`config.mk`:
```
export PLATFORM = sky130hd
export DESIGN_NAME = arithmeticUnit
export DESIGN_NICKNAME = d
export VERILOG_FILES = /design/src/source/cpuPkg.sv /design/src/source/arithmeticUnit.sv
export SDC_FILE = /design/constraint.sdc
export NUM_CORES = 1
export LEC_CHECK = 0
export BUFFER_PORTS_ARGS = -buffer_cell sky130_fd_sc_hd__buf_2
export CAP_MARGIN = 10
export CELL_PAD_IN_SITES_DETAIL_PLACEMENT = 1
export CELL_PAD_IN_SITES_GLOBAL_PLACEMENT = 2
export CORE_ASPECT_RATIO = 0.6
export CORE_MARGIN = 5
export CORE_UTILIZATION = 30
export DETAILED_ROUTE_END_ITERATION = 6
export PLACE_DENSITY = 0.88
export SLEW_MARGIN = 10
export SYNTH_ARGS = -nofsm -noshare
export SYNTH_HDL_FRONTEND = slang
export SYNTH_SLANG_ARGS = --single-unit
```
`constraint.sdc`:
```
create_clock -name Clock -period 2.46 [get_ports Clock]
set_clock_uncertainty 0.05 [all_clocks]
set_input_delay 0 -clock Clock [delete_from_list [all_inputs] [get_ports Clock]]
set_output_delay 0 -clock Clock [all_outputs]
set_load 0.03 [all_outputs]
```
`src/source/cpuPkg.sv`:
```
package cpuPkg;

    localparam int DataWidth        = 32;
    localparam int AddrWidthDefault = 9;
    localparam int RegCountDefault  = 16;

    // Instruction layout is opcode | ra | rb | C
    localparam int OpcodeMsb = 31;
    localparam int OpcodeLsb = 27;
    localparam int RaMsb     = 26;
    localparam int RaLsb     = 23;
    localparam int RbMsb     = 22;
    localparam int RbLsb     = 19;
    localparam int ConstMsb  = 18;
    localparam int ConstLsb  = 0;
    localparam int RegFieldWidth = RaMsb - RaLsb + 1;
    localparam int ConstWidth    = ConstMsb - ConstLsb + 1;

    typedef enum logic [4:0] {
        opAddi = 5'b00011,
        opAndi = 5'b01011,
        opOri  = 5'b01010,
        opOut  = 5'b10110,
        opHalt = 5'b11011
    } opcodeType;

    typedef enum logic [2:0] {
        stepIdle,
        stepT0,
        stepT1,
        stepT2,
        stepT3,
        stepT4,
        stepT5,
        stepHalted
    } stepType;

    // Who owns the bus this cycle
    typedef enum logic [2:0] {
        srcNone,
        srcReg,
        srcPc,
        srcMdr,
        srcZ,
        srcConst
    } busSourceType;

endpackage

```
`src/source/arithmeticUnit.sv`:
```
`timescale 1ns/1ps

module arithmeticUnit (
    input  logic                         Clock,
    input  logic                         rst,
    input  logic                         yLoad,
    input  logic                         zLoad,
    input  cpuPkg::opcodeType            aluOp,
    input  logic [cpuPkg::DataWidth-1:0] bus,
    output logic [cpuPkg::DataWidth-1:0] zValue
);

    import cpuPkg::*;

    logic [DataWidth-1:0] yValue;
    logic [DataWidth-1:0] aluResult;

    always_comb begin
        case (aluOp)
            opAndi:  aluResult = yValue & bus;
            opOri:   aluResult = yValue | bus;
            default: aluResult = yValue + bus; // addi and anything unused
        endcase
    end

    always_ff @(posedge Clock) begin
        if (rst) begin
            yValue <= '0;
            zValue <= '0;
        end else begin
            if (yLoad) yValue <= bus; // First operand, register rb
            if (zLoad) zValue <= aluResult;
        end
    end

endmodule

```
==> flow_summary.json <==
{
  "status": "finished with violations",
  "failed_checks": "negative setup slack",
  "synth_top_area_share_pct": 23.7,
  "critical_path_arrival_ps": 2720,
  "cts.htree.levels": 3,
  "clkPwrFrac_pct": 34.6,
  "p_seq_share_pct": 29.6,
  "p_per_area_nw_per_um2": 507,
  "initial_core_util_pct": 30.3,
  "syn_nets": 840,
  "ys_seq_area_share_pct": 23.7,
  "tns_ps": -157,
  "cts_tree": "done",
  "ys_top_cells_by_area": "dfxtp_1 24%, ha_1 15%, mux2i_1 9.2%",
  "first_global_vias": 6165,
  "slew-limit-headroom_pct": 52.5,
  "die_h_um": 114,
  "post-dp-hpwl_um": 15300,
  "gr-total-overflow": 0,
  "wl_um": 21300,
  "fin_crit_ps": 2500,
  "hp-class": "input pin to flip-flop",
  "yosys.area.top_type": "dfxtp_1",
  "numCtsBuffers": 9,
  "synth-main-ff-cell": "dfxtp_1",
  "p_int_mw": 2.58,
  "routedWlPerCell_um": 18.3,
  "power.total_mw": 4.00,
  "startpoint_type": "flip-flop",
  "path_max_fanout": 3,
  "ys_warn_count": 0,
  "synth_common_cells": "94 x nor2_1, 86 x inv_1, 64 x dfxtp_1, 64 x ha_1",
  "hold_viol": 0,
  "critical_path_class": "flip-flop to flip-flop",
  "grt_max_degree": 49,
  "finalSetupViolations": 4,
  "ys_seq_elements": 64,
  "finalMaxSlewViolations": 0,
  "fin_area_um2": 7880,
  "dr.pass1.iters": 4,
  "nNetsFinal": 1023,
  "fmax_ghz": 0.399,
  "grt.total_usage_pct": 20.0,
  "drt-vias-per-instance": 5.14,
  "num_vias": 5975,
  "port_buffers": 72,
  "worstSetupEndpointType": "flip-flop",
  "drtAntennaViolNets": 0,
  "syn2layout_area_growth_pct": 45.5,
  "tightest_slew_ps": 712,
  "cts_buffer_depth": 2,
  "yosysUniqueCellTypes": 62,
  "final_cells": 1162,
  "path_clk_slew_ps": 70,
  "final_util_pct": 44.1,
  "min_period_over_period_pct": 102,
  "hold_path_depth": 2,
  "leakage_nw": 3.64,
  "finalWorstSetupSlack_ps": -44.5,
  "dpl_cell_area_um2": 6750,
  "netlist_area_um2": 5420,
  "core_area_um2": 17900,
  "drv_cap": 0,
  "p_sw_share_pct": 35.4,
  "antenna_cells": 0,
  "dp.cells": 1109,
  "syn_avg_cell_area_um2": 7.38,
  "die-area_um2": 20900,
  "rsz0062_at_grt": "yes",
  "grt_pass1_wl_um": 33600,
  "synthArstFlopShare_pct": 0,
  "clkSinkCount": 64,
  "remaining_drc_errors": 0,
  "switchingPower_mw": 1.42,
  "die_w_um": 183,
  "root_buffer": "clkbuf_16",
  "dp_slack_ps": -247,
  "ios": 73,
  "num_rows": 38,
  "reg2reg_depth": 9,
  "synth.most_common_cell": "nor2_1",
  "syn_inst": 734,
  "detail_route.iter0.violations": 325,
  "layout-drive-gt1-share_pct": 30.4,
  "holdWs_ps": 65.9,
  "clk_latency_ps": 350,
  "synth_edf_count": 0,
  "comb_power_share_pct": 35.7,
  "antenna_found_initial": 0,
  "place_congestion": 0.864,
  "vdd_drop_max_uv": 322,
  "cp_data_required_time_ps": 2680
}
## layout make-up
type | count | area [um^2]
clock buffers | 11 | 253
clock inverters | 5 | 55.1
inverters | 86 | 323
well taps | 240 | 300
flip-flops and latches | 64 | 1290
fillers | 2200 | 9990
multi-input cells | 541 | 4100
repair buffers | 215 | 1560
## cell families after synthesis
group,after synthesis,share of synthesized area (%)
flip-flops,64,23.7
AND/OR/NAND/NOR,235,19.5
XOR/XNOR,14,2.26
multiplexers,51,9.45
AO/OA/AOI/OAI,176,21.0
adder cells (fa/ha/maj),65,15.2
buffers and inverters,129,8.99
## sequential cells by signal (all words and copies together) (netlist names)
register / flops
yValue: 32
zValue: 32
## critical path: stages, from the launching register on
cell and delay, ps:
dfxtp_2 340, inv_2 50, ha_4 300, o21ai_4 60, or3_4 420, a311oi_4 360, nor2_2 100, a311oi_2 260
mux2_4 330, a211oi_2 170
## repair_timing
action                     in CTS  in global routing
pin swaps                      22                 28
cloned                          0                  0
setup endpoints to repair      19                 19
resized for setup              45                 56
hold endpoints to repair       32                  0
hold buffers                   32                  0
buffers inserted                3                  2
## worst paths after layout
path / slack [ps] / startpoint / endpoint
max: -40 / yValue[2]$_SDFFE_PP0P_ / zValue[25]$_SDFFE_PP0P_
min: 70 / rst / yValue[5]$_SDFFE_PP0P_
max reg2reg: -40 / yValue[2]$_SDFFE_PP0P_ / zValue[25]$_SDFFE_PP0P_
min reg2reg: 430 / zValue[4]$_SDFFE_PP0P_ / zValue[4]$_SDFFE_PP0P_
## metal layers
| layer | part of all wire, % | wire length (um) | track usage, % |
|---|---|---|---|
| met5 | 0 | 0 | 0 |
| met2 | 44 | 9440 | 31.6 |
| met3 | 4.4 | 930 | 2.89 |
| met1 | 50 | 10700 | 29.2 |
| met4 | 0.78 | 166 | 3.77 |
## power by group through the flow
stage / Clock, mW / Sequential (mW) / Combinational (mW)
3_5_place_dp: 0 / 1.20 / 1.22
4_1_cts: 1.40 / 1.18 / 1.33
3_3_place_gp: 0 / 1.20 / 1.19
5_1_grt: 1.46 / 1.19 / 1.54
6_report: 1.39 / 1.18 / 1.43
2_1_floorplan: 0 / 1.29 / 0.622
## layout by cell type (no fill, tap or decap), types with 4 or more instances in the layout
cell type and n:
nor3_1 24, inv_2 5, a21oi_1 48, mux2i_1 50, buf_6 6, dfxtp_1 57
xnor2_1 9, or3_1 4, nand4_1 7, a311oi_1 7, clkbuf_16 9, nand3_1 15
o22ai_1 5, buf_4 103, nor2_1 93, ha_4 11, dlygate4sd3_1 32, inv_1 81
ha_1 49, nor2b_1 4, a21oi_2 7, a311o_1 5, and3_1 5, o21ai_0 31
nand2_1 55, a31oi_1 7, ha_2 4, nor3_2 4, dfxtp_2 6, a211oi_1 12
xor2_1 4, buf_2 72, o21ai_1 8
No activity file was read; power rests on OpenSTA's default activity.
