[config.mk]
export PLATFORM = sky130hd
export DESIGN_NAME = controlUnit
export DESIGN_NICKNAME = d
export VERILOG_FILES = /design/src/source/cpuPkg.sv /design/src/source/controlUnit.sv
export SDC_FILE = /design/constraint.sdc
export NUM_CORES = 1
export LEC_CHECK = 0
export ABC_AREA = 1
export ABC_CLOCK_PERIOD_IN_PS = 1320
export BUFFER_PORTS_ARGS = -buffer_cell sky130_fd_sc_hd__buf_4
export CAP_MARGIN = 40
export CORE_UTILIZATION = 27
export CTS_BUF_LIST = sky130_fd_sc_hd__clkbuf_16
export CTS_CLUSTER_DIAMETER = 80
export CTS_CLUSTER_SIZE = 20
export DETAILED_ROUTE_END_ITERATION = 7
export PLACE_DENSITY = 0.74
export SYNTH_ARGS = -nofsm -noshare
export SYNTH_HDL_FRONTEND = slang
export SYNTH_SLANG_ARGS = --single-unit
[constraint.sdc]
create_clock -name Clock -period 1.32 [get_ports Clock]
set_clock_uncertainty 0.2 [all_clocks]
set_input_delay 0.066 -clock Clock [delete_from_list [all_inputs] [get_ports Clock]]
set_output_delay 0.066 -clock Clock [all_outputs]
set_load 0.01 [all_outputs]
[src/source/cpuPkg.sv]
package cpuPkg;

    localparam int DataWidth        = 32;
    localparam int AddrWidthDefault = 9;
    localparam int RegCountDefault  = 16;

    // Instruction layout is opcode | ra | rb | C
    localparam int OpcodeMsb = 31;
    localparam int OpcodeLsb = 27;
    localparam int RaMsb     = 26;
    localparam int RaLsb     = 23;
    localparam int RbMsb     = 22;
    localparam int RbLsb     = 19;
    localparam int ConstMsb  = 18;
    localparam int ConstLsb  = 0;
    localparam int RegFieldWidth = RaMsb - RaLsb + 1;
    localparam int ConstWidth    = ConstMsb - ConstLsb + 1;

    typedef enum logic [4:0] {
        opAddi = 5'b00011,
        opAndi = 5'b01011,
        opOri  = 5'b01010,
        opOut  = 5'b10110,
        opHalt = 5'b11011
    } opcodeType;

    typedef enum logic [2:0] {
        stepIdle,
        stepT0,
        stepT1,
        stepT2,
        stepT3,
        stepT4,
        stepT5,
        stepHalted
    } stepType;

    // Who owns the bus this cycle
    typedef enum logic [2:0] {
        srcNone,
        srcReg,
        srcPc,
        srcMdr,
        srcZ,
        srcConst
    } busSourceType;

endpackage

[src/source/controlUnit.sv]
`timescale 1ns/1ps

module controlUnit (
    input  logic                         Clock,
    input  logic                         rst,
    input  logic                         run,
    input  logic [cpuPkg::DataWidth-1:0] instruction,
    output logic                         grA,
    output logic                         grB,
    output logic                         regIn,
    output logic                         regOut,
    output cpuPkg::busSourceType         busSource,
    output logic                         marLoad,
    output logic                         mdrLoad,
    output logic                         irLoad,
    output logic                         pcIncrement,
    output logic                         yLoad,
    output logic                         zLoad,
    output logic                         outLoad,
    output cpuPkg::opcodeType            aluOp,
    output logic                         halted
);

    import cpuPkg::*;

    stepType   state;
    stepType   nextState;
    opcodeType opcode;
    logic      isAluOp;

    assign opcode  = opcodeType'(instruction[OpcodeMsb:OpcodeLsb]);
    assign isAluOp = (opcode == opAddi) || (opcode == opAndi) || (opcode == opOri);
    assign aluOp   = isAluOp ? opcode : opAddi;
    assign halted  = (state == stepHalted);

    always_ff @(posedge Clock) begin
        if (rst) begin
            state <= stepIdle;
        end else begin
            state <= nextState;
        end
    end

    always_comb begin
        case (state)
            stepIdle:   nextState = run ? stepT0 : stepIdle;
            stepT0:     nextState = stepT1;
            stepT1:     nextState = stepT2;
            stepT2:     nextState = stepT3;
            stepT3:     nextState = (opcode == opHalt) ? stepHalted : stepT4;
            stepT4:     nextState = stepT5;
            stepT5:     nextState = run ? stepT0 : stepIdle; // Run sampled per instruction
            stepHalted: nextState = stepHalted; // Only reset leaves
            default:    nextState = stepIdle;
        endcase
    end

    always_comb begin
        grA         = 1'b0;
        grB         = 1'b0;
        regIn       = 1'b0;
        regOut      = 1'b0;
        busSource   = srcNone;
        marLoad     = 1'b0;
        mdrLoad     = 1'b0;
        irLoad      = 1'b0;
        pcIncrement = 1'b0;
        yLoad       = 1'b0;
        zLoad       = 1'b0;
        outLoad     = 1'b0;
        case (state)
            stepT0: begin
                busSource = srcPc;
                marLoad   = 1'b1;
            end
            stepT1: begin
                mdrLoad     = 1'b1; // Fetch word at MAR
                pcIncrement = 1'b1;
            end
            stepT2: begin
                busSource = srcMdr;
                irLoad    = 1'b1;
            end
            stepT3: begin
                if (isAluOp) begin
                    grB       = 1'b1; // rb into Y
                    regOut    = 1'b1;
                    busSource = srcReg;
                    yLoad     = 1'b1;
                end else if (opcode == opOut) begin
                    grA       = 1'b1;
                    regOut    = 1'b1;
                    busSource = srcReg;
                    outLoad   = 1'b1;
                end
            end
            stepT4: begin
                if (isAluOp) begin
                    busSource = srcConst;
                    zLoad     = 1'b1;
                end
            end
            stepT5: begin
                if (isAluOp) begin
                    busSource = srcZ; // Result back to ra
                    grA       = 1'b1;
                    regIn     = 1'b1;
                end
            end
            default: begin
            end
        endcase
    end

endmodule

==> qor.csv <==
metric,value,unit
status,"finished, violations left",
failing checks,setup timing,
crit path to,grA,
RD Place Congestion,0.808,
# H-tree levels,1,
pwr dens,1130,nW/um2
die width,38.5,um
endpoint class of the critical path,output port,
clock transition at the registers of the reported paths,30,ps
gr ovfl total,0,
die footprint,1480,um2
CTS tree,done,
worst-case hold slack,2.11,ps
Critical Path Start,state[0],
detail-routed net length per standard cell,9.12,um
Slew Limit Fails,0,
fin nets,138,
reg2reg start,state[0],
number of distinct library cells after synthesis,15,
"Seq/Total Area, Yosys",16.7,%
Synth Register Bits,3,
Initial Util,30.7,%
Area growth syn-to-layout,99.7,%
CP top delay family,flip-flops,
n_diodes,0,
global-route wire length before repair,1650,um
final worst slack,-72.1,ps
cell area after synthesis,359,um2
"Core Util, Final",61.2,%
Clock Path Buffers,2,
instance count on the critical path,6,
placement row count,12,
Placed Area,523,um2
antenna-violating nets left,0,
minimum clock period,1390,ps
Worst EP required,1050,ps
Die Y,38.5,um
Synth Instances,69,
Hold WC Path Type,input pin to flip-flop,
cells on worst reg2reg path,7,
Vias per Instance,4.49,
WP buf/inv,2,
Num CTS Buffers,3,
Final Cell Area,717,um2
final wirelength,1060,um
"most common cell after layout, fill and taps aside",buf_4,
DR iter-0 viols,10,
crit path cell chain,inv_2 > nand2_1 > nor2_1 > nand4_1 > o21ai_1 > buf_4,
Pre-Repair DR Iteration Count,4,
post-DP HPWL,706,um
initial antenna violation count,0,
IO Count,55,
core area,1170,um2
Reg2Reg Setup Slack,70,ps
peak supply drop,1090,uV
synthesized area per cell,5.20,um2
PortBufs,24,
most frequent cells in the layout,"buf_4, nand2_1, inv_1",
fill count,103,
Reg-to-Reg End,state[0],
CP max FO,6,
MaxCap Viol Count,0,
CTS sink count,3,
CP Launch Type,flip-flop,
critical path arrival,1130,ps
WS Path Type,flip-flop to output port,
f_max,0.718,GHz
P_leak,0.000405,uW
fraction of layout cells with a size suffix above 1,46.1,%
DRC viols,0,
vias in the first global route,429,
Crit-path slowest cell,dfxtp_4,
RSZ-0062 raised after global routing,yes,
crit-path max cell delay,360,ps
vias post-DR,521,
Total GRT Usage,15.6,%
largest net degree at the start of global routing,7,
Ys Warns,0,
Final Setup Violations,10,
period utilisation layout,105,%
post-place setup slack,27.6,ps
Root Buffer,clkbuf_16,
Final Hold Vio Count,0,
worst-skew pair later-pin latency,220,ps
## final cells by class
cell class | instances | area, um2 | share of cell area [%]
repair buffers | 33 | 259 | 36.1
multi-input cells | 47 | 231 | 32.3
clock buffers | 3 | 75.1 | 10.5
flip-flops and latches | 3 | 71.3 | 9.95
inverters | 15 | 58.8 | 8.20
well taps | 14 | 17.5 | 2.44
clock inverters | 1 | 3.75 | 0.524
## synthesized netlist by cell type
cell,count,area [um2]
inv_1,14,52.6
nor2_1,14,52.6
nand2_1,13,48.8
nand3_1,6,30.0
buf_4,5,37.5
dfxtp_1,3,60.1
a21oi_1,2,10.0
conb_1,2,7.51
nand4_1,2,12.5
nor2_2,2,12.5
o21ai_0,2,10.0
inv_2,1,3.75
nand2_2,1,6.26
nand3_2,1,10.0
o21ai_1,1,5.00
## worst register-to-register path, stage by stage (launching register included)
cell and delay [ps]:
dfxtp_4 360, buf_4 130, buf_4 130, nor2_1 100, nand3_1 80, nand3_1 90
nand2_1 50, inv_1 40
## how the worst min path moves through the flow
stage / startpoint / to / slack [ps] / depth (start not counted)
floorplan: rst / flip-flop / -60 / 1
global placement: rst / state[1] / 40 / 2
global route: instruction[27] / state[1] / 30 / 5
CTS: instruction[29] / state[1] / 2 / 6
detailed placement: rst / state[1] / 40 / 2
finish: instruction[27] / state[1] / 2 / 5
## report_power, final
group          total [uW]  leakage (uW)  switching, uW  internal, uW
clock network         468     0.0000423           77.5           390
logic                 213      0.000336            104           109
registers             127     0.0000267           22.1           105
total                 807      0.000405            203           604
## through the flow
step                      cells  power (uW)  TNS (ps)
after floorplan              70         216         0
after global routing        116         851      -899
final                       116         807      -339
after detailed placement    103         272         0
after global placement      103         270         0
after CTS                   115         791      -298
## cell families (layout without fill, tap and decap cells)
| logic type | after synthesis | in the layout | synth area share, % |
|---|---|---|---|
| simple gates | 39 | 39 | 48.1 |
| buf+inv | 20 | 52 | 26.1 |
| compound gates | 5 | 5 | 6.97 |
| flops | 3 | 3 | 16.7 |
| other cells | 2 | 3 | 2.09 |
## layer usage
layer  GRT usage [%]  share of wire [%]
met5               0                  0
met3            3.49                5.3
met2            28.0                 50
met4            5.17                  0
met1            18.1                 45
## repair_timing
item / in CTS / in global routing
resized for setup: 14 / 4
hold buffers: 3 / 0
setup buffers: 5 / 1
pin swaps: 4 / 3
setup endpoints to repair: 12 / 11
endpoints found under the hold margin: 3 / 0
Power figures use the tool's default switching activity.
