===== src/source/cpuPkg.sv =====
package cpuPkg;

    localparam int DataWidth        = 32;
    localparam int AddrWidthDefault = 9;
    localparam int RegCountDefault  = 16;

    // Instruction layout is opcode | ra | rb | C
    localparam int OpcodeMsb = 31;
    localparam int OpcodeLsb = 27;
    localparam int RaMsb     = 26;
    localparam int RaLsb     = 23;
    localparam int RbMsb     = 22;
    localparam int RbLsb     = 19;
    localparam int ConstMsb  = 18;
    localparam int ConstLsb  = 0;
    localparam int RegFieldWidth = RaMsb - RaLsb + 1;
    localparam int ConstWidth    = ConstMsb - ConstLsb + 1;

    typedef enum logic [4:0] {
        opAddi = 5'b00011,
        opAndi = 5'b01011,
        opOri  = 5'b01010,
        opOut  = 5'b10110,
        opHalt = 5'b11011
    } opcodeType;

    typedef enum logic [2:0] {
        stepIdle,
        stepT0,
        stepT1,
        stepT2,
        stepT3,
        stepT4,
        stepT5,
        stepHalted
    } stepType;

    // Who owns the bus this cycle
    typedef enum logic [2:0] {
        srcNone,
        srcReg,
        srcPc,
        srcMdr,
        srcZ,
        srcConst
    } busSourceType;

endpackage


===== src/source/busMux.sv =====
`timescale 1ns/1ps

module busMux #(
    parameter int AddrWidth = cpuPkg::AddrWidthDefault,
    parameter int RegCount  = cpuPkg::RegCountDefault
) (
    input  cpuPkg::busSourceType                        busSource,
    input  logic [RegCount-1:0]                         regDriveVector,
    input  logic [RegCount-1:0][cpuPkg::DataWidth-1:0]  registerValues,
    input  logic [AddrWidth-1:0]                        pcValue,
    input  logic [cpuPkg::DataWidth-1:0]                mdrValue,
    input  logic [cpuPkg::DataWidth-1:0]                zValue,
    input  logic [cpuPkg::DataWidth-1:0]                instruction,
    output logic [cpuPkg::DataWidth-1:0]                bus
);

    import cpuPkg::*;

    logic [DataWidth-1:0] regSelected;
    logic [DataWidth-1:0] constValue;

    // Decoder guarantees at most one bit set
    always_comb begin
        regSelected = '0;
        for (int i = 0; i < RegCount; i++) begin
            if (regDriveVector[i]) begin
                regSelected = regSelected | registerValues[i];
            end
        end
    end

    assign constValue = {{(DataWidth - ConstWidth){instruction[ConstMsb]}},
                         instruction[ConstMsb:ConstLsb]}; // Sign-extended C

    always_comb begin
        case (busSource)
            srcReg:   bus = regSelected;
            srcPc:    bus = DataWidth'(pcValue); // Zero-extended word address
            srcMdr:   bus = mdrValue;
            srcZ:     bus = zValue;
            srcConst: bus = constValue;
            default:  bus = '0; // Idle bus reads as zero
        endcase
    end

endmodule


===== config.mk =====
export PLATFORM = sky130hd
export DESIGN_NAME = busMux
export DESIGN_NICKNAME = d
export VERILOG_FILES = /design/src/source/cpuPkg.sv /design/src/source/busMux.sv
export SDC_FILE = /design/constraint.sdc
export NUM_CORES = 1
export LEC_CHECK = 0
export ABC_AREA = 1
export BUFFER_PORTS_ARGS = -buffer_cell sky130_fd_sc_hd__buf_2
export CORE_AREA = 2 2 260 262
export DETAILED_ROUTE_END_ITERATION = 12
export DIE_AREA = 0 0 262 264
export GPL_TIMING_DRIVEN = 1
export PLACE_DENSITY = 0.34
export SYNTH_ARGS = -nofsm -noshare
export SYNTH_HDL_FRONTEND = slang
export SYNTH_SLANG_ARGS = --single-unit

===== constraint.sdc =====
create_clock -name vclk -period 1.2
set_input_delay 0.24 -clock vclk [all_inputs]
set_output_delay 0.24 -clock vclk [all_outputs]
set_load 0.1 [all_outputs]

==> out/metrics.csv, run 1 <==
metric;value;unit
Mapped Cells;1267;
Synth Warn #;0;
Area growth, synth to finish;169;%
most common library cells after synthesis;nand2_1, nor2_1, inv_1, clkbuf_1, o21ai_0;
vias in the first global route;10400;
HP Class;input port to output pin;
drt drc;0;
failing checks;negative setup slack;
CP startpoint kind;input port;
Worst Path Required;0.96;ns
ratio of cells with drive above 1 in the final layout;0.520;
drt first-iter violations;513;
Die Span X;262;µm
hpwl dp;46.6;mm
die height;264;µm
pwr dens;436;nW/µm²
top-area cell type share of the netlist area;0.663;
FFs & Latches;0;
RSZ-0062 raised after global routing;yes;
final setup vio count;32;
Starting Density;0.0742;
Multi-input gate area;5700;µm²
critical path endpoint category;output pin;
outcome;complete, but fails checks;
count leader, synth;nand2_1;
largest net degree at the start of global routing;29;
final-stage net count;2643;
first-pass GRT wire length;74.1;mm
core area;66600;µm²
Total GRT Usage;0.152;
die area;69200;µm²
maximum clock rate;572;MHz
initial antenna violation count;8;
synth top area cells;nand2_1, nor2_1, inv_1;
I/O Buffers;655;
global placer's final weighted congestion;0.849;
Final Hold Viols;0;
Max-Cap Viols;0;
io pins;668;
WL final;61.0;mm
Design Power;5790;µW
Final Worst Setup Slack;-0.548;ns
Worst Tran Pin Value;0.259;ns
hold slack;0.957;ns
post-layout util;0.200;
Placement Setup Slack;-0.744;ns
# fillers;7867;
Routed Antenna Nets;0;
Arrival @ worst endpoint;1.51;ns
Seq/Total Area, Yosys;0;
Netlist cell types;15;
Max VDD drop;0.000189;V
Final Cycle Share;1.46;
gr ovfl total;0;
1st-pass router iterations;5;
syn_nets;1903;
Cell Area, Synth;4940;µm²
Final Slew Violations;0;
register area;0;µm²
via count;10400;
post-synthesis average cell area;3.90;µm²
Rel. slew slack;0.827;
post-synth top area cell;nand2_1;
Routed WL per cell;21.2;µm
Hold Buf Count CTS;0;
clkbuf count;0;
Worst Path Max Fanout;11;
row count;95;
Tmin final;1.75;ns
P_leak;0.00754;µW
class of the most critical setup path;input port to output pin;
vias per cell;3.60;
## worst max-delay path, cell delays in order
cell and delay [ns]:
buf_8 0.10, buf_4 0.13, nand3_4 0.16, buf_12 0.13
buf_12 0.15, o22ai_1 0.11, nor2_2 0.21, nand2_4 0.08
buf_12 0.17
## worst paths after layout
check | to | cells past startpoint | from
worst max-delay path | bus[19] | 9 | busSource[1]
worst min-delay path | bus[2] | 6 | pcValue[2]
## timing repair
action,in CTS,in global routing
setup endpoints to repair,32,32
gates resized for setup,197,164
pin swaps,65,80
endpoints found under the hold margin,0,0
buffers inserted,9,7
gates cloned,13,12
## cells by family after synthesis
| kind of cell | share of synthesized area |
|---|---|
| buf+inv | 0.113 |
| compound gates | 0.0808 |
| simple gates | 0.807 |
## power breakdown
group | switching, µW | total [µW] | leakage (µW) | internal [µW]
clock | 0 | 0.000224 | 0.0000000127 | 0.000224
combinational | 3270 | 5790 | 0.00754 | 2530
sequential | 0 | 0 | 0 | 0
## area by class of cell
cell class	count	area share
antenna	2	0.000377
inverter	86	0.0248
multi-input combinational	1122	0.429
tap	873	0.0822
timing repair buffer	797	0.464
## per-layer routing
| layer | up-vias | track usage | part of all wire |
|---|---|---|---|
| met4 | 12 | 0.0209 | 0.021 |
| met5 | - | 0 | 0.0014 |
| li1 | 5275 | - | - |
| met3 | 46 | 0.0240 | 0.069 |
| met2 | 467 | 0.282 | 0.50 |
| met1 | 4566 | 0.186 | 0.41 |
## layout by cell type (no fill, tap or decap)
cell type	instances
nand2_4	39
nand2_1	766
inv_4	1
nor2_1	96
o22ai_4	9
nand2_8	4
o21ai_4	20
nand2_2	64
o21ai_0	1
nand3_4	3
clkbuf_16	12
buf_6	23
buf_16	14
bufbuf_16	1
clkinvlp_4	1
o22ai_1	11
inv_2	1
nor3_4	3
nor2_4	20
nor2_2	55
buf_12	77
o21ai_2	15
buf_2	604
o21ai_1	5
diode_2	2
inv_1	83
buf_8	16
o22ai_2	11
buf_4	50
## metrics by stage
stage | setup TNS [ns] | cells | cell area (µm²)
2_1_floorplan | -3.69 | 1267 | 5540
4_1_cts | -16.59 | 2862 | 12400
6_report | -15.60 | 2880 | 13300
5_1_grt | -17.02 | 2880 | 13300
3_5_place_dp | -20.74 | 2844 | 11200
3_3_place_gp | -20.58 | 2844 | 11200
Note: power is estimated with default switching activity, not from simulation.
==> inputs of run 2 (changes only) <==
Settings changed: SKIP_LAST_GASP from default to 1.
==> run 2 against run 1 <==
  * The flow still finishes with violations (negative setup slack)
  * Maximum frequency hardly changed
  * Cell area increased by 0.25%
  * Critical path depth stayed put
  * Non-clock buffer count is 3 higher
  * Global-route usage unchanged
  * Count of clock-buffer cells in the layout unchanged
==> out/metrics.csv, run 2 (synthesized netlist as in run 1, its figures left out) <==
metric;value;unit;change
Final Slew Violations;0;;unchanged
vias in the first global route;10400;;-0.029%
Worst Tran Pin Value;0.309;ns;+0.0499 ns
FFs & Latches;0;;unchanged
Tmin final;1.75;ns;-0.000884 ns
failing checks;negative setup slack;;
largest net degree at the start of global routing;29;;unchanged
Worst Path Max Fanout;5;;-6
HP Class;input port to output pin;;
Routed Antenna Nets;0;;unchanged
1st-pass router iterations;5;;unchanged
clkbuf count;0;;unchanged
Worst Path Required;0.96;ns;about the same
final-stage net count;2646;;+0.11%
class of the most critical setup path;input port to output pin;;
ratio of cells with drive above 1 in the final layout;0.516;;-0.00377
hpwl dp;46.6;mm;unchanged
Final Hold Viols;0;;unchanged
Area growth, synth to finish;170;%;
hold slack;0.953;ns;-0.00416 ns
Arrival @ worst endpoint;1.51;ns;about the same
P_leak;0.00758;µW;+0.54%
initial antenna violation count;9;;+1
final setup vio count;32;;unchanged
core area;66600;µm²;unchanged
die height;264;µm;unchanged
Max-Cap Viols;0;;unchanged
gr ovfl total;0;;unchanged
CP startpoint kind;input port;;
Total GRT Usage;0.152;;unchanged
Final Worst Setup Slack;-0.547;ns;+0.000884 ns
most common library cell in the layout ignoring fill and taps;nand2_1;;
via count;10500;;+1.1%
maximum clock rate;573;MHz;about the same
io pins;668;;unchanged
drt drc;0;;unchanged
outcome;complete, but fails checks;;
Rel. slew slack;0.793;;-0.0336
critical path endpoint category;output pin;;
most frequent cells in the layout;nand2_1, buf_2, nor2_1;;
pwr dens;436;nW/µm²;-0.15%
WL final;60.9;mm;about the same
drt first-iter violations;497;;-3.1%
RSZ-0062 raised after global routing;yes;;
global placer's final weighted congestion;0.849;;unchanged
Setup TNS;-15.46;ns;+0.134 ns
Routed WL per cell;21.1;µm;-0.16%
I/O Buffers;655;;unchanged
vias per cell;3.63;;+0.97%
Die Span X;262;µm;unchanged
register area;0;µm²;unchanged
die area;69200;µm²;unchanged
Starting Density;0.0742;;unchanged
first-pass GRT wire length;74.1;mm;unchanged
Final Cycle Share;1.46;;about the same
Max VDD drop;0.000188;V;about the same
row count;95;;unchanged
## run 2: cell types whose count changed in the layout (fill, tap and decap cells not counted), moves of 2 or more
| cell | previous run | this run |
|---|---|---|
| nand2_4 | 39 | 37 |
| nor2_1 | 96 | 104 |
| o22ai_1 | 11 | 9 |
| o22ai_2 | 11 | 14 |
| buf_8 | 16 | 14 |
| nand2_1 | 766 | 770 |
| clkbuf_16 | 12 | 14 |
| nor2_2 | 55 | 47 |
## run 2: stage by stage
step | std cells | area, µm² | setup WS [ns] | total power (µW) | util
after detailed placement | 2844 | 11200 | -0.744 | 4910 | 0.169
after global placement | 2844 | 11200 | -0.746 | 4940 | 0.169
after CTS | 2862 | 12400 | -0.569 | 5460 | 0.186
after global routing | 2883 | 13300 | -0.598 | 6220 | 0.200
after floorplan | 1267 | 5540 | -0.146 | 2240 | -
final | 2883 | 13300 | -0.547 | 5800 | 0.200
## run 2: routing by layer
| metal | global-route usage | routed length [µm] | vias to the layer above |
|---|---|---|---|
| met5 | 0 | 92 | - |
| met4 | 0.0209 | 1650 | 12 |
| met3 | 0.0240 | 4610 | 60 |
| met2 | 0.282 | 29800 | 483 |
| met1 | 0.186 | 24800 | 4645 |
| li1 | - | - | 5277 |
## run 2: what timing repair did
item | CTS | global route
hold buffers | 0 | 0
buffers inserted | 9 | 9
endpoints found under the setup margin | 32 | 32
resized for setup | 194 | 154
gates cloned | 13 | 14
pin swaps | 65 | 85
endpoints found under the hold margin | 0 | 0
## run 2: path summary, 6_finish.rpt
check / startpoint / endpoint / slack, ns / cells past startpoint
min: pcValue[6] / bus[6] / 0.95 / 6
max: busSource[1] / bus[1] / -0.55 / 9
## run 2: power by group
group / switching (µW) / total, µW / internal (µW)
logic: 3260 / 5800 / 2540
clock network: 0 / 0.000224 / 0.000224
registers: 0 / 0 / 0
total: 3260 / 5800 / 2540
## run 2: area by class of cell
class	instances	area (µm²)
Fill cell	7856	53200
Timing Repair Buffer	800	6240
Multi-Input combinational cell	1122	5650
Tap cell	873	1090
Inverter	86	329
Antenna cell	2	5.00
## run 2: critical path, stage by stage
cell	delay, ns
buf_8	0.08
clkinvlp_4	0.14
nand3_4	0.14
buf_12	0.12
bufbuf_16	0.26
o22ai_1	0.08
nor2_1	0.19
nand2_4	0.07
buf_12	0.16
