File: config.mk
export PLATFORM = sky130hd
export DESIGN_NAME = specialRegisters
export DESIGN_NICKNAME = d
export VERILOG_FILES = /design/src/source/cpuPkg.sv /design/src/source/specialRegisters.sv
export SDC_FILE = /design/constraint.sdc
export NUM_CORES = 1
export LEC_CHECK = 0
export ABC_AREA = 1
export BUFFER_PORTS_ARGS = -buffer_cell sky130_fd_sc_hd__buf_2
export CAP_MARGIN = 20
export CORE_ASPECT_RATIO = 0.5
export CORE_MARGIN = 2
export CORE_UTILIZATION = 41
export CTS_CLUSTER_DIAMETER = 200
export CTS_CLUSTER_SIZE = 16
export DETAILED_ROUTE_END_ITERATION = 10
export MAX_ROUTING_LAYER = met4
export PLACE_DENSITY = 0.74
export RECOVER_POWER = 100
export SYNTH_ARGS = -nofsm -noshare
export SYNTH_HDL_FRONTEND = slang
export SYNTH_SLANG_ARGS = --single-unit
File: constraint.sdc
create_clock -name Clock -period 1.25 [get_ports Clock]
set_clock_uncertainty 0.2 [all_clocks]
set_input_delay 0.25 -clock Clock [delete_from_list [all_inputs] [get_ports Clock]]
set_output_delay 0.25 -clock Clock [all_outputs]
set_load 0.05 [all_outputs]
File: src/source/cpuPkg.sv
package cpuPkg;

    localparam int DataWidth        = 32;
    localparam int AddrWidthDefault = 9;
    localparam int RegCountDefault  = 16;

    // Instruction layout is opcode | ra | rb | C
    localparam int OpcodeMsb = 31;
    localparam int OpcodeLsb = 27;
    localparam int RaMsb     = 26;
    localparam int RaLsb     = 23;
    localparam int RbMsb     = 22;
    localparam int RbLsb     = 19;
    localparam int ConstMsb  = 18;
    localparam int ConstLsb  = 0;
    localparam int RegFieldWidth = RaMsb - RaLsb + 1;
    localparam int ConstWidth    = ConstMsb - ConstLsb + 1;

    typedef enum logic [4:0] {
        opAddi = 5'b00011,
        opAndi = 5'b01011,
        opOri  = 5'b01010,
        opOut  = 5'b10110,
        opHalt = 5'b11011
    } opcodeType;

    typedef enum logic [2:0] {
        stepIdle,
        stepT0,
        stepT1,
        stepT2,
        stepT3,
        stepT4,
        stepT5,
        stepHalted
    } stepType;

    // Who owns the bus this cycle
    typedef enum logic [2:0] {
        srcNone,
        srcReg,
        srcPc,
        srcMdr,
        srcZ,
        srcConst
    } busSourceType;

endpackage

File: src/source/specialRegisters.sv
`timescale 1ns/1ps

module specialRegisters #(
    parameter int AddrWidth = cpuPkg::AddrWidthDefault
) (
    input  logic                         Clock,
    input  logic                         rst,
    input  logic                         marLoad,
    input  logic                         mdrLoad,
    input  logic                         irLoad,
    input  logic                         pcIncrement,
    input  logic                         outLoad,
    input  logic [cpuPkg::DataWidth-1:0] bus,
    input  logic [cpuPkg::DataWidth-1:0] cpuReadData,
    output logic [AddrWidth-1:0]         pcValue,
    output logic [AddrWidth-1:0]         marValue,
    output logic [cpuPkg::DataWidth-1:0] mdrValue,
    output logic [cpuPkg::DataWidth-1:0] instruction,
    output logic [cpuPkg::DataWidth-1:0] outPort,
    output logic                         outValid
);

    // Program counter and output port
    always_ff @(posedge Clock) begin
        if (rst) begin
            pcValue     <= '0;
            instruction <= '0;
            outPort     <= '0;
            outValid    <= 1'b0;
        end else begin
            if (pcIncrement) begin
                pcValue <= pcValue + 1'b1; // Wraps at the memory size
            end
            if (irLoad) begin
                instruction <= bus;
            end
            if (outLoad) begin
                outPort <= bus;
            end
            outValid <= outLoad; // Strobe follows the load by one cycle
        end
    end

    // Memory interface registers
    always_ff @(posedge Clock) begin
        if (marLoad) begin
            marValue <= bus[AddrWidth-1:0];
        end
        if (mdrLoad) begin
            mdrValue <= cpuReadData; // Straight from memory, not the bus
        end
    end

endmodule

==> results of run 1 <==
## where the power goes
group | total [mW] | internal [mW] | switching (mW)
Sequential | 4.38 | 4.18 | 0.203
Combinational | 2.33 | 0.925 | 1.40
Clock | 4.22 | 2.61 | 1.61
Total | 10.9 | 7.71 | 3.22
## logic make-up after synthesis
group | Yosys count
AOI/OAI and AO/OA | 74
xor gates and xnor gates | 1
adders and majority gates | 1
buffers and inverters | 32
DFF | 115
and+or+nand+nor | 156
## worst min path at each step
stage                               from  depth (start not counted)              to  slack (ps)
after global routing              irLoad                          3  instruction[5]         100
final                             irLoad                          3  instruction[5]          70
after CTS                        marLoad                          1     marValue[3]          20
after floorplan                      rst                          1      pcValue[3]         110
after global placement    cpuReadData[3]                          1     mdrValue[3]         230
after detailed placement  cpuReadData[0]                          1     mdrValue[0]         230
## metrics by stage
step | hold WS [ps] | cell area [um2] | worst slack (ps)
finish | 71.22 | 7402 | -218.1
global route | 102.1 | 7402 | -269.5
CTS | 17.50 | 7298 | -179.9
detailed placement | 228.1 | 5039 | 0.7204
global placement | 226.5 | 5039 | 21.90
floorplan | 115.0 | 3895 | -69.80
## cells in the mapped netlist
| library cell | number | area, um2 |
|---|---|---|
| a21oi_1 | 6 | 30.03 |
| clkbuf_1 | 13 | 48.80 |
| xnor2_1 | 1 | 8.760 |
| dfxtp_1 | 74 | 1481 |
| nand3_2 | 2 | 20.02 |
| nand2_1 | 12 | 45.04 |
| edfxtp_1 | 41 | 1231 |
| ha_1 | 1 | 12.51 |
| o21a_1 | 1 | 7.510 |
| nor2_1 | 134 | 503.0 |
| o21ai_0 | 67 | 335.3 |
| nand2_2 | 2 | 12.51 |
| buf_2 | 6 | 30.03 |
| nand4_1 | 2 | 12.51 |
| nor2_4 | 2 | 22.52 |
| inv_1 | 13 | 48.80 |
| nand3_1 | 2 | 10.01 |
## per-layer routing
layer  vias to the layer above  share of wire, %
li1                       1807                 -
met1                      1913                37
met2                       252                51
met3                        69               6.8
met4                         0               5.6
met5                         -                 0
## worst register-to-register path: cells and delay by family (launching register included)
family	cells	cell delay (ps)
flip-flops	1	370
AND/OR/NAND/NOR	5	410
buffers and inverters	2	260
adder cells (fa/ha/maj)	1	130
## layout make-up
class | count | share of cell area (%)
Sequential cell | 115 | 38.17
Timing Repair Buffer | 277 | 37.86
Multi-Input combinational cell | 232 | 14.37
Clock buffer | 25 | 6.423
Tap cell | 117 | 1.978
Inverter | 13 | 0.6592
Clock inverter | 7 | 0.5071
Antenna cell | 1 | 0.03381
## registers in the layout (all words and copies together) (netlist names)
signal       count
mdrValue        32
pcValue          9
instruction     32
marValue         9
outPort         32
outValid         1
## repair_timing
action | CTS | global route
endpoints found under the setup margin | 118 | 122
setup buffers | 6 | 9
hold buffers | 67 | 0
resized for setup | 355 | 26
endpoints found under the hold margin | 110 | 0
gates cloned | 0 | 0
pin swaps | 6 | 6
==> summary.md, run 1 <==
| Metric | Value |
|---|---|
| Number of H-tree levels | `4` |
| Die Y-Extent | `72.61 um` |
| Number of DRC markers in iteration 0 | `218` |
| Clock period minus final worst setup slack | `1468 ps` |
| Net count reported at finish | `728` |
| Most common cell after layout, fill and taps aside | `nor2_1` |
| Multi-input gate area | `1064 um2` |
| FF-to-FF path depth | `8` |
| Warnings from Yosys | `0` |
| Fraction of layout cells with a size suffix above 1 | `42.90%` |
| Launching instance or port of the critical path | `pcValue[1]` |
| Setup slack of the critical path after layout | `-218.1 ps` |
| Mean area per synthesized cell | `10.18 um2` |
| Count of state elements after synthesis | `115` |
| MaxCap Viol Count | `0` |
| Maximum root-to-sink buffer count | `2` |
| Residual antenna-violating net count after detailed routing | `0` |
| Nets in the synthesized netlist | `451` |
| Final sum of negative setup slack | `-13290 ps` |
| Number of logic stages on the critical path including buffering | `8` |
| Setup-failing EPs final | `~120` |
| Sequential cell area | `2825 um2` |
| Highest-count cells in the layout ignoring fill and taps | `nor2_1 (133), buf_8 (71), o21ai_0 (67), dlygate4sd3_1 (66), dfxtp_2 (66)` |
| GRT Max-Usage Layer | `met2` |
| Post-Route Utilization | `83.00%` |
| Pre-Repair DR Iteration Count | `6` |
| Area fraction in compound gates after synthesis | `9.660%` |
| Average routed wire per standard cell | `18.79 um` |
| Placed wire-length estimate | `6.595 mm` |
| Die extent in x | `141.2 um` |
| Leakage Power | `roughly 3.2 nW` |
| Highest Clock Rate | `681.2 MHz` |
| Mean number of vias per cell | `5.135` |
| Placeable core region | `8919 um2` |
| Number of failing hold endpoints at the final stage | `0` |
| FF-to-FF setup slack | `-220 ps` |
| Area of the die | `approximately 10000 um2` |
| Worst hold-check path type | `input port to flop` |
| Cell Count, Final, Fillers Out | `roughly 790` |
| Highest net fanout along the worst path | `5` |
| Worst setup EP type | `flop` |
| Initial core utilization | `43.28%` |
| Met1 global-route usage | `28.75%` |
| CP top delay family | `simple AND/OR/NAND/NOR gates` |
| Relative slew margins | `48.09%` |
| Data arrival time of the critical path | `1550 ps` |
| Post-CTS clock slew at the launch and capture registers of the worst setup and hold paths | `50 ps` |
| Port-buffer cells | `around 190` |
| Synth Instances | `between 300 and 400` |
| End point of the critical path | `pcValue[6]` |
| # DRC | `0` |
| Global route total overflow | `0` |
| CTS tree | `done` |
| GR met2 Demand/Resource | `47.90%` |
| Routed WL | `14.79 mm` |
| Unique cell type count in the Yosys netlist | `17` |
| Worst-Margin Slew | `around 800 ps` |
| Crit-path slowest cell | `dfxtp_4` |
| Clock Sinks | `115` |
| Element type at the critical path start | `flop` |
| Reg2reg end | `pcValue[6]` |
| Data required time at the worst endpoint | `1330 ps` |
| Power density over cell area | `1477 nW/um2` |
| Total buffers and inverters traversed by the critical path | `2` |
| Overall Global Routing Usage | `27.28%` |
| Global-route wire length before repair | `approximately 21 mm` |
| Antenna violations before repair | `1` |
| Proportion of synthesized area in mux cells | `0%` |
| Adder-cell area share of the yosys netlist | `0.3241%` |
| Netlist Area Pre-Place | `3860 um2` |
| Area growth, synth to finish | `91.77%` |
| Pin count of the biggest net entering global routing | `72` |
| Vias | `4041` |
| Vias in the first global route | `4071` |
| Main combinational cell family by area after synthesis | `simple AND/OR/NAND/NOR gates` |
| Gp weighted congestion | `0.8197` |
| Type of the setup path with the least slack | `flop to flop` |
| Met3 Track Usage GR | `under 10%` |
| Filler cell count | `between 400 and 500` |
| Unrepaired setup endpoints after global routing | `yes` |
| Source of the worst register-to-register timing path | `pcValue[1]` |
| Final Total Pwr | `10.93 mW` |
| Worst-Skew Late Latency | `390 ps` |
| Count of pins on the block boundary | `~190` |
| Ordered list of cells on the worst path | `buf_12, ha_4, nand2_4, nor2_4, buf_4, nand3_2, nand2_1, nor2_1` |
| Post-Synth Simple-Gate Area | `16.21%` |
| Final period utilization | `117.4%` |
| XOR/XNOR share of the synthesized area | `0.2269%` |
| Max rail drop VDD | `just over 1000 uV` |
| Max-slew violation total from the final report | `0` |
| Number of CTS-inserted buffers | `17` |
| Part of the Yosys area used for sequential elements | `70.28%` |
| Buffer cell driving the clock tree root | `clkbuf_16` |
| Slowest Stage Delay on Critical Path | `370 ps` |
| Total instance count after detailed placement | `672` |
| Outcome | `complete, but fails checks` |
| Violated checks | `negative setup slack` |
| Row count | `24` |
Power figures use the tool's default switching activity.
==> inputs of run 2 (changes only) <==
- SKIP_CTS_REPAIR_TIMING: default -> 1
==> summary.md, run 2 (synthesized netlist as in run 1, its figures left out) <==
| Metric | Value |
|---|---|
| Highest-count cells in the layout ignoring fill and taps | `nor2_1 (134), o21ai_0 (67), dlygate4sd3_1 (66), dfxtp_2 (66), buf_6 (58)` |
| Data required time at the worst endpoint | `800 ps` |
| Unrepaired setup endpoints after global routing | `yes` |
| Count of pins on the block boundary | `186` |
| Area growth, synth to finish | `87.81%` |
| Post-route cell area | `7249 um2` |
| Switching part of the total power | `between 20 and 30%` |
| Pre-Repair DR Iteration Count | `4` |
| Highest net fanout along the worst path | `1` |
| Gp weighted congestion | `0.8197` |
| CTS tree | `done` |
| Leakage Power | `3.140 nW` |
| # DRC | `0` |
| Final antenna diode count | `0` |
| Max-slew violation total from the final report | `0` |
| Buffer cell driving the clock tree root | `clkbuf_16` |
| Global-route wire length before repair | `15.05 mm` |
| MaxCap Viol Count | `0` |
| Die extent in x | `141.2 um` |
| Post-Route Utilization | `81.29%` |
| Power density over cell area | `1488 nW/um2` |
| Filler cell count | `about 470` |
| Biggest registers after layout | `instruction (32), mdrValue (32), outPort (32)` |
| Element type at the critical path start | `flop` |
| Slowest Stage Delay on Critical Path | `400 ps` |
| FF-to-FF path depth | `7` |
| Die Y-Extent | `72.61 um` |
| Setup-failing EPs final | `118` |
| Residual antenna-violating net count after detailed routing | `0` |
| Vias in the first global route | `3129` |
| Share of total power in the clock network | `38.5%` |
| Pin count of the biggest net entering global routing | `72` |
| Worst hold-check path type | `input port to flop` |
| Internal power consumption | `7.674 mW` |
| Placeable core region | `8919 um2` |
| Setup slack of the critical path after layout | `-170.3 ps` |
| Maximum root-to-sink buffer count | `2` |
| Worst-Margin Slew | `~760 ps` |
| Global route total overflow | `0` |
| Total buffers and inverters traversed by the critical path | `1` |
| Reg2reg end | `pcValue[8]` |
| Post-CTS clock slew at the launch and capture registers of the worst setup and hold paths | `50 ps` |
| Worst setup EP type | `primary output` |
| Sequential cell area | `2825 um2` |
| FF-to-FF setup slack | `-150 ps` |
| Net count reported at finish | `721` |
| Ordered list of cells on the worst path | `buf_6` |
| Row count | `24` |
| Number of failing hold endpoints at the final stage | `1` |
| Outcome | `complete, but fails checks` |
| Post-placement worst setup slack | `~0.72 ps` |
| Number of DRC markers in iteration 0 | `202` |
| Switching power | `3.110 mW` |
| Total instance count after detailed placement | `between 600 and 700` |
| Vias | `3866` |
| Type of the setup path with the least slack | `flop to primary output` |
| Hold_ws | `-18.19 ps` |
| Data arrival time of the critical path | `970 ps` |
| Number of logic stages on the critical path including buffering | `1` |
| Average routed wire per standard cell | `approximately 17 um` |
| Placed Area | `5039 um2` |
| Overall Global Routing Usage | `19.48%` |
| Relative slew margins | `between 40% and 50%` |
| Port-buffer cells | `185` |
| Multi-input gate area | `1036 um2` |
| Antenna violations before repair | `0` |
| Mean number of vias per cell | `about 5.0` |
| Worst-Skew Late Latency | `around 390 ps` |
| Portion of total power attributed to combinational logic | `21.0%` |
| CP top delay family | `flip-flops` |
| Initial core utilization | `between 40% and 50%` |
| Clock period minus final worst setup slack | `approximately 1400 ps` |
| Crit-path slowest cell | `edfxtp_1` |
| Max rail drop VDD | `roughly 1200 uV` |
| Launching instance or port of the critical path | `mdrValue[27]` |
| End point of the critical path | `mdrValue[27]` |
| Final period utilization | `113.6%` |
| Cell Count, Final, Fillers Out | `779` |
| Placed wire-length estimate | `6.595 mm` |
| Number of H-tree levels | `4` |
| Fraction of power consumed by sequential logic | `40.5%` |
| Violated checks | `negative hold slack, negative setup slack` |
| Fraction of layout cells with a size suffix above 1 | `approximately 42%` |
| Routed WL | `13.46 mm` |
| Most common cell after layout, fill and taps aside | `nor2_1` |
| Highest Clock Rate | `between 700 and 800 MHz` |
| Source of the worst register-to-register timing path | `pcValue[0]` |
| Number of CTS-inserted buffers | `17` |
| Area of the die | `just over 10000 um2` |
| Clock Sinks | `approximately 120` |
| Final Total Pwr | `10.78 mW` |
==> run 2: changes by cell type in the layout (fill, tap and decap cells not counted), sizes merged <==
cell	change
diode	-1
dlymetal6s4s	-1
buf	-2
clkbuf	-4
==> run 2: area by class of cell <==
type / count / area share, %
clock inverter: 7 / 0.5178
multi-input combinational: 232 / 14.29
tap: 117 / 2.019
sequential: 115 / 38.97
inverter: 13 / 0.6731
timing repair buffer: 270 / 36.97
clock buffer: 25 / 6.559
==> run 2: how the worst min path moves through the flow <==
| stage | startpoint | endpoint | cells after the start |
|---|---|---|---|
| after floorplan | rst | pcValue[3] | 1 |
| after global placement | cpuReadData[3] | mdrValue[3] | 1 |
| after detailed placement | cpuReadData[0] | mdrValue[0] | 1 |
| after CTS | cpuReadData[23] | mdrValue[23] | 1 |
| after global routing | pcIncrement | pcValue[2] | 3 |
| final | pcIncrement | pcValue[2] | 3 |
==> run 2: layer usage <==
layer	track usage [%]	up-vias	share of wire [%]
met5	-	-	0
met4	9.556	0	3.8
met3	5.118	53	5.7
met2	33.66	206	52
met1	21.40	1814	38
li1	-	1793	-
==> run 2: worst reg2reg max path, cell delays in order, from the launching register on <==
cell and delay [ps]:
dfxtp_4 350, ha_1 190, nand2_4 70, nor2_4 170, nand3_2 100, nand2_1 70, inv_1 50, nor2_1 120
==> run 2: power groups by stage <==
stage	clock [mW]	sequential, mW	combinational, mW
finish	4.15	4.37	2.26
global route	4.39	4.39	2.35
CTS	4.23	4.24	1.67
detailed placement	0	4.32	1.67
global placement	0	4.31	1.65
floorplan	0	5.23	0.235
==> run 2: per-stage QoR <==
step                      setup TNS, ps  hold slack (ps)
final                            -12170           -18.19
after global routing             -15870           -6.089
after CTS                        -22100           -187.0
after detailed placement              0            228.1
after global placement                0            226.5
after floorplan                  -154.4            115.0
